[config.mk]
export PLATFORM = sky130hd
export DESIGN_NAME = sparsity_top
export DESIGN_NICKNAME = d
export VERILOG_FILES = /design/src/rtl/sparse_data_pkg.sv /design/src/rtl/sparse_ctrl_pkg.sv /design/src/rtl/lane_filter.sv /design/src/rtl/pair_compactor.sv /design/src/rtl/sparsity_top.sv
export VERILOG_INCLUDE_DIRS = /design/src /design/src/rtl
export SDC_FILE = /design/constraint.sdc
export NUM_CORES = 2
export LEC_CHECK = 0
export BUFFER_PORTS_ARGS = -buffer_cell sky130_fd_sc_hd__buf_2
export CAP_MARGIN = 10
export CORE_AREA = 2 2 517 519
export CTS_BUF_LIST = sky130_fd_sc_hd__clkbuf_16
export CTS_CLUSTER_DIAMETER = 120
export DETAILED_ROUTE_END_ITERATION = 16
export DIE_AREA = 0 0 519 521
export PLACE_DENSITY = 0.56
export SLEW_MARGIN = 25
export SYNTH_ARGS = -nofsm -noshare
export SYNTH_HDL_FRONTEND = slang
export SYNTH_SLANG_ARGS = --single-unit
[constraint.sdc]
create_clock -name clk -period 36.6 [get_ports clk]
set_clock_uncertainty 0.15 [all_clocks]
set_input_delay 7.32 -clock clk [delete_from_list [all_inputs] [get_ports clk]]
set_output_delay 7.32 -clock clk [all_outputs]
set_load 0.03 [all_outputs]
[src/rtl/sparse_defines.svh]
`ifndef SPARSE_DEFINES_SVH
`define SPARSE_DEFINES_SVH

////////////////////
// Fixed-point word split, signed Q8.12
`define SP_INT_BITS 8
`define SP_FRAC_BITS 12
`define SP_WORD_BITS (`SP_INT_BITS + `SP_FRAC_BITS)

////////////////////
// Job shape

// Activation/weight pairs per job
`define SP_LANES 16

// Kept-pair count, 0 to SP_LANES inclusive
`define SP_CNT_BITS 5

// Lane index, 0 to SP_LANES-1
`define SP_IDX_BITS 4

// One packed operand vector, lane 0 in the low bits
`define SP_VEC_BITS (`SP_LANES * `SP_WORD_BITS)

`endif

[src/rtl/sparse_data_pkg.sv]
`include "sparse_defines.svh"

package sparse_data_pkg;

////////////////////
// Payload types

// One signed fixed-point value
typedef logic signed [`SP_WORD_BITS-1:0] word_t;

// All lanes of one operand
typedef logic [`SP_VEC_BITS-1:0] lane_vec_t;

////////////////////
// Bookkeeping types

typedef logic [`SP_LANES-1:0] mask_t;     // One bit per lane
typedef logic [`SP_CNT_BITS-1:0] count_t; // Kept pairs in a job

endpackage

[src/rtl/sparse_ctrl_pkg.sv]
package sparse_ctrl_pkg;

// Compactor FSM
typedef enum logic [1:0] {
	IDLE = 2'b00, // Waiting for a filtered job
	SCAN = 2'b01, // One lane per cycle
	HOLD = 2'b10  // Result on the output until taken
} compact_state_t;

endpackage

[src/rtl/lane_filter.sv]
`timescale 1ns/1ps
`include "sparse_defines.svh"

module lane_filter
	import sparse_data_pkg::*;
(
	input  logic      clk,
	input  logic      reset,
	input  logic      i_valid,
	input  lane_vec_t i_act,
	input  lane_vec_t i_wgt,
	input  mask_t     i_act_mask,
	input  mask_t     i_wgt_mask,
	input  logic      i_ready,
	output logic      o_ready,
	output logic      o_valid,
	output lane_vec_t o_act,
	output lane_vec_t o_wgt,
	output mask_t     o_mask
);

logic full;       // Slot holds a job
logic accept;
mask_t joint;
lane_vec_t act_keep;
lane_vec_t wgt_keep;

////////////////////
// Handshake

// Take a new job when empty, or when the held one leaves this cycle
assign o_ready = !full || i_ready;
assign accept = i_valid && o_ready;
assign o_valid = full;

always_ff @(posedge clk) begin
	if (reset) begin
		full <= 1'b0;
	end
	else if (accept) begin
		full <= 1'b1;
	end
	else if (i_ready) begin
		full <= 1'b0; // Job went to the compactor
	end
end

////////////////////
// Lane filter

always_comb begin
	joint = i_act_mask & i_wgt_mask;
	for (int l = 0; l < `SP_LANES; l++) begin
		// Dead lane in either operand zeroes the pair
		act_keep[l*`SP_WORD_BITS +: `SP_WORD_BITS] =
			joint[l] ? i_act[l*`SP_WORD_BITS +: `SP_WORD_BITS] : '0;
		wgt_keep[l*`SP_WORD_BITS +: `SP_WORD_BITS] =
			joint[l] ? i_wgt[l*`SP_WORD_BITS +: `SP_WORD_BITS] : '0;
	end
end

always_ff @(posedge clk) begin
	if (accept) begin
		o_act <= act_keep;
		o_wgt <= wgt_keep;
		o_mask <= joint;
	end
end

// Stalled job stays put until the compactor takes it
property p_stall_stable;
	@(posedge clk) disable iff (reset)
	o_valid && !i_ready |=> o_valid && $stable(o_act) && $stable(o_wgt) && $stable(o_mask);
endproperty

a_stall_stable: assert property (p_stall_stable)
	else $error("lane_filter: output changed while waiting for the compactor");

endmodule

[src/rtl/pair_compactor.sv]
`timescale 1ns/1ps
`include "sparse_defines.svh"

module pair_compactor
	import sparse_data_pkg::*, sparse_ctrl_pkg::*;
(
	input  logic      clk,
	input  logic      reset,
	input  logic      i_valid,
	input  lane_vec_t i_act,
	input  lane_vec_t i_wgt,
	input  mask_t     i_mask,
	input  logic      i_ready,
	output logic      o_ready,
	output logic      o_valid,
	output lane_vec_t o_act,
	output lane_vec_t o_wgt,
	output mask_t     o_mask,
	output count_t    o_count
);

compact_state_t state;
logic [`SP_IDX_BITS-1:0] lane_idx; // Lane under scan
count_t wr_ptr;                    // Next free output slot
logic accept;
logic last_lane;

// Captured job
lane_vec_t src_act;
lane_vec_t src_wgt;
mask_t src_mask;

// Current lane
word_t cur_act;
word_t cur_wgt;
logic cur_live;

////////////////////
// Handshake

assign o_ready = (state == IDLE);
assign o_valid = (state == HOLD);
assign accept = i_valid && o_ready;
assign last_lane = (lane_idx == `SP_IDX_BITS'(`SP_LANES - 1));

////////////////////
// FSM

always_ff @(posedge clk) begin
	if (reset) begin
		state <= IDLE;
		lane_idx <= '0;
		wr_ptr <= '0;
	end
	else begin
		case (state)
			IDLE: begin
				if (accept) begin
					state <= SCAN;
					lane_idx <= '0;
					wr_ptr <= '0;
				end
			end
			SCAN: begin
				lane_idx <= lane_idx + 1'b1;
				if (cur_live) begin
					wr_ptr <= wr_ptr + 1'b1;
				end
				if (last_lane) begin
					state <= HOLD;
				end
			end
			HOLD: begin
				if (i_ready) begin
					state <= IDLE;
				end
			end
			default: state <= IDLE;
		endcase
	end
end

////////////////////
// Datapath

always_comb begin
	cur_act = src_act[lane_idx*`SP_WORD_BITS +: `SP_WORD_BITS];
	cur_wgt = src_wgt[lane_idx*`SP_WORD_BITS +: `SP_WORD_BITS];
	cur_live = src_mask[lane_idx];
end

always_ff @(posedge clk) begin
	if (accept) begin
		src_act <= i_act;
		src_wgt <= i_wgt;
		src_mask <= i_mask;
		o_act <= '0; // Unused upper lanes read zero
		o_wgt <= '0;
	end
	else if (state == SCAN && cur_live) begin
		// Kept pair moves down to the next free slot, order preserved
		o_act[wr_ptr*`SP_WORD_BITS +: `SP_WORD_BITS] <= cur_act;
		o_wgt[wr_ptr*`SP_WORD_BITS +: `SP_WORD_BITS] <= cur_wgt;
	end
end

assign o_count = wr_ptr;

// Lowest o_count bits set
always_comb begin
	for (int l = 0; l < `SP_LANES; l++) begin
		o_mask[l] = (l < int'(wr_ptr));
	end
end

// Result count matches the live lanes of the captured job
a_count_range: assert property (@(posedge clk) disable iff (reset)
	o_valid |-> o_count <= `SP_LANES && o_count == count_t'($countones(src_mask)))
	else $error("pair_compactor: kept-pair count out of range or wrong");

// Result appears after exactly SP_LANES scan cycles
a_valid_hold: assert property (@(posedge clk) disable iff (reset)
	$rose(o_valid) |-> $past(state, `SP_LANES) == SCAN && $past(state, `SP_LANES + 1) == IDLE)
	else $error("pair_compactor: o_valid rose without a full scan of the job");

endmodule

[src/rtl/sparsity_top.sv]
`timescale 1ns/1ps

module sparsity_top
	import sparse_data_pkg::*;
(
	input  logic      clk,
	input  logic      reset,

	// Job in
	input  logic      i_valid,
	input  lane_vec_t i_act,
	input  lane_vec_t i_wgt,
	input  mask_t     i_act_mask,
	input  mask_t     i_wgt_mask,
	output logic      o_ready,

	// Compacted job out
	input  logic      i_ready,
	output logic      o_valid,
	output lane_vec_t o_act,
	output lane_vec_t o_wgt,
	output mask_t     o_mask,
	output count_t    o_count
);

////////////////////
// Filter to compactor link

logic flt_valid;
logic flt_ready;
lane_vec_t flt_act;
lane_vec_t flt_wgt;
mask_t flt_mask; // Joint mask

////////////////////
// Stages

lane_filter filter_i (
	.clk        (clk),
	.reset      (reset),
	.i_valid    (i_valid),
	.i_act      (i_act),
	.i_wgt      (i_wgt),
	.i_act_mask (i_act_mask),
	.i_wgt_mask (i_wgt_mask),
	.i_ready    (flt_ready),
	.o_ready    (o_ready),
	.o_valid    (flt_valid),
	.o_act      (flt_act),
	.o_wgt      (flt_wgt),
	.o_mask     (flt_mask)
);

// Second job may wait in the filter while this one scans
pair_compactor compactor_i (
	.clk     (clk),
	.reset   (reset),
	.i_valid (flt_valid),
	.i_act   (flt_act),
	.i_wgt   (flt_wgt),
	.i_mask  (flt_mask),
	.i_ready (i_ready),
	.o_ready (flt_ready),
	.o_valid (o_valid),
	.o_act   (o_act),
	.o_wgt   (o_wgt),
	.o_mask  (o_mask),
	.o_count (o_count)
);

endmodule

==> run_results.csv <==
group,metric,value,unit
global_route,grt_pass1_wl,489000,um
pwr,power_frac_seq,48.4,%
pwr,total_power,0.00519,W
detailed_routing,drc,0,
sta,finalWorstSetupSlack,26720,ps
pwr,comb_power_share,10.0,%
synth,synth_nets,6402,
synth,yosysWarnings,0,
synth,yosysTopAreaCell,"edfxtp_1",
sta,period_share,27.0,%
flow_run,maxCapViolCount,0,
synth,ys_seq_elements,1964,
critical_path,critPathMaxFanout,14,
synth,synth_edf_count,1312,
cts,cts.repair.resized,0,
critical_path,cp.arrival,2410,ps
layout,drive_gt1_share,31.4,%
pwr,p_sw_share,25.9,%
sta,maxSlewHeadroom,21.1,%
pwr,switchingPower,0.00135,W
sta,finalMaxSlewViolations,0,
cts,cts.clk_slew.worst_paths,60,ps
layout,fillers,25900,
die,fp.dieW,519,um
cts,cts_hold_buf,0,
synth,yosysTopAreaCellShare,51.0,%
critical_path,setup.worst_path.end_class,"primary output",
critical_path,r2r_start,"compactor_i.o_count[0]",
place,numPortBuffers,1338,
detailed_routing,num_vias,58900,
die,initial_core_util,29.2,%
critical_path,cp_data_required_time,29130,ps
global_route,grt_max_degree,181,
pwr,power_leakage,37.5,nW
sta,finalSetupViolCount,0,
die,coreArea,264000,um^2
synth,postSynthAreaPerCell,13.5,um^2
place,place.gp.congestion,0.950,
place,dpl.cell_count,10400,
layout,layout.nets,7753,
cts,cts_tree,"done",
sta,grt_setup_unrepaired,"false",
detailed_routing,drtIter0Drc,6889,
cts,post_cts_buffers,0,
pwr,p_per_area,54.0,nW/um^2
place,hpwl,273000,um
worst_hold_path,worstHoldStart,"filter_i.o_act[17]",
pwr,power.internal,0.00384,W
die,die_h,521,um
sta,finalCriticalPeriod,9880,ps
detailed_routing,routedWlPerCell,34.1,um
critical_path,crit_start,"compactor_i.o_count[2]",
critical_path,worstSetupPathType,"register to primary output",
global_route,first_global_vias,57100,
pwr,ir_drop,41.9,uV
sta,hold_viol,0,
global_route,antenna_found_initial,61,
synth,synthArstFlopShare,0,%
layout,areaGrowthSynthToFinish,24.4,%
detailed_routing,drt_first_pass_iters,7,
synth,yosysSeqAreaShare,67.9,%
pwr,power_frac_clock,41.6,%
synth,ys.flop_type,"edfxtp_1",
cts,cts_buffers,213,
sta,worst_pin_slew,1150,ps
synth,syn_inst,5715,
cts,clockRootBuffer,"clkbuf_16",
sta,max_freq,101,MHz
global_route,overflow,0,
cts,htree_levels,4,
cts,cts.sinks,1964,
sta,fin_hold_ws,233,ps
die,dieArea,270000,um^2
cts,clk_latency,910,ps
detailed_routing,wl,369000,um
cts,max-clock-path-buffers,4,
synth,yosys.cell_types.count,87,
global_route,track_usage,26.2,%
detailed_routing,via_per_inst,5.45,
worst_hold_path,hold_class,"register to register",
run_status,status,"finished, final reports clean",
detailed_routing,ant_nets,0,
die,rows,189,
die,io_pins,1339,
sta,setup_tns,0,ps
synth,synth_area_leaders,"edfxtp_1, dfxtp_1, and3_1",
critical_path,start_kind,"register",
place,dp_slack,25860,ps
layout,final_cells,10800,
synth,netlist_area,77200,um^2
==> worst paths after layout <==
kind                                   to  slack (ps)  cells after the start
hold / removal    compactor_i.src_act[17]         230                      0
setup reg to reg    compactor_i.o_wgt[71]       29030                     18
setup / recovery                o_mask[6]       26720                      3
hold reg to reg   compactor_i.src_act[17]         230                      0
==> power by group through the flow <==
stage / clock network, W / registers, W / logic (W)
finish: 0.00216 / 0.00251 / 0.000517
detailed placement: 0 / 0.00256 / 0.000509
global route: 0.00228 / 0.00252 / 0.000528
floorplan: 0 / 0.00263 / 0.000204
global placement: 0 / 0.00256 / 0.000504
CTS: 0.00219 / 0.00252 / 0.000510
==> sequential cells by signal, summed over array words and instances (netlist names) <==
register              count
compactor_i.state         2
filter_i.o_valid          1
filter_i.o_mask          16
compactor_i.o_wgt       320
compactor_i.src_wgt     320
compactor_i.o_count       5
compactor_i.src_mask     16
compactor_i.src_act     320
compactor_i.lane_idx      4
filter_i.o_wgt          320
filter_i.o_act          320
compactor_i.o_act       320
==> kinds of logic (layout without fill, tap and decap cells) <==
logic type	count (synthesis)	in the layout	synth area share, %
XOR/XNOR	10	10	0.113
AO/OA/AOI/OAI	1245	1245	10.3
other	0	32	0
adder cells (fa/ha/maj)	11	11	0.188
AND/OR/NAND/NOR	1667	1667	11.3
buffers and inverters	447	1970	2.38
flip-flops	1964	1964	67.9
multiplexers	371	371	7.79
==> cell type report <==
| type | instances | area [um^2] | share of cell area, % |
|---|---|---|---|
| Inverter | 17 | 71.3 | 0.0743 |
| Clock buffer | 213 | 5330 | 5.55 |
| Antenna cell | 32 | 80.1 | 0.0834 |
| Sequential cell | 1964 | 52500 | 54.7 |
| Tap cell | 3533 | 4420 | 4.60 |
| Clock inverter | 174 | 1580 | 1.64 |
| Timing Repair Buffer | 1566 | 8600 | 8.96 |
| Multi-Input combinational cell | 3304 | 23500 | 24.4 |
==> worst max-delay path, cell delays in order, from the launching register on <==
cell	delay, ps
dfxtp_1	800
nand3_1	370
nand2_1	160
buf_2	210
==> cell usage in the layout (no fill, tap or decap), drive strengths merged, types with 39 or more instances in the layout <==
cell / instances
nor2: 407
nand3: 60
edfxtp: 1312
clkbuf: 213
buf: 1566
a211oi: 271
nand2: 269
a21oi: 298
mux2: 57
nor3: 101
a31oi: 117
nor4: 60
o21ai: 315
inv: 52
and3: 648
clkinv: 99
mux2i: 136
dfxtp: 652
a22oi: 39
mux4: 178
==> metal layers <==
layer | vias to the layer above | global-route usage, % | routed length (um)
met5 | - | 0 | 112
met2 | 3520 | 45.3 | 181000
met3 | 703 | 5.24 | 30700
met4 | 16 | 13.0 | 21100
li1 | 24800 | - | -
met1 | 29800 | 31.1 | 136000
==> cells in the mapped netlist (all sizes together) (60+ instances only) <==
library cell / count
a211oi: 271
a21oi: 298
a31oi: 117
and3: 648
buf: 94
clkbuf: 336
dfxtp: 652
edfxtp: 1312
mux2i: 136
mux4: 178
nand2: 269
nand3: 60
nor2: 407
nor3: 101
nor4: 60
o21ai: 315
==> through the flow <==
| step | area [um^2] | utilization (%) |
|---|---|---|
| after floorplan | 77200 | - |
| after global placement | 88700 | 33.6 |
| after detailed placement | 88800 | 33.6 |
| after CTS | 95700 | 36.2 |
| after global routing | 95900 | 36.3 |
| final | 96000 | 36.3 |
(Power assumes the default switching activity.)
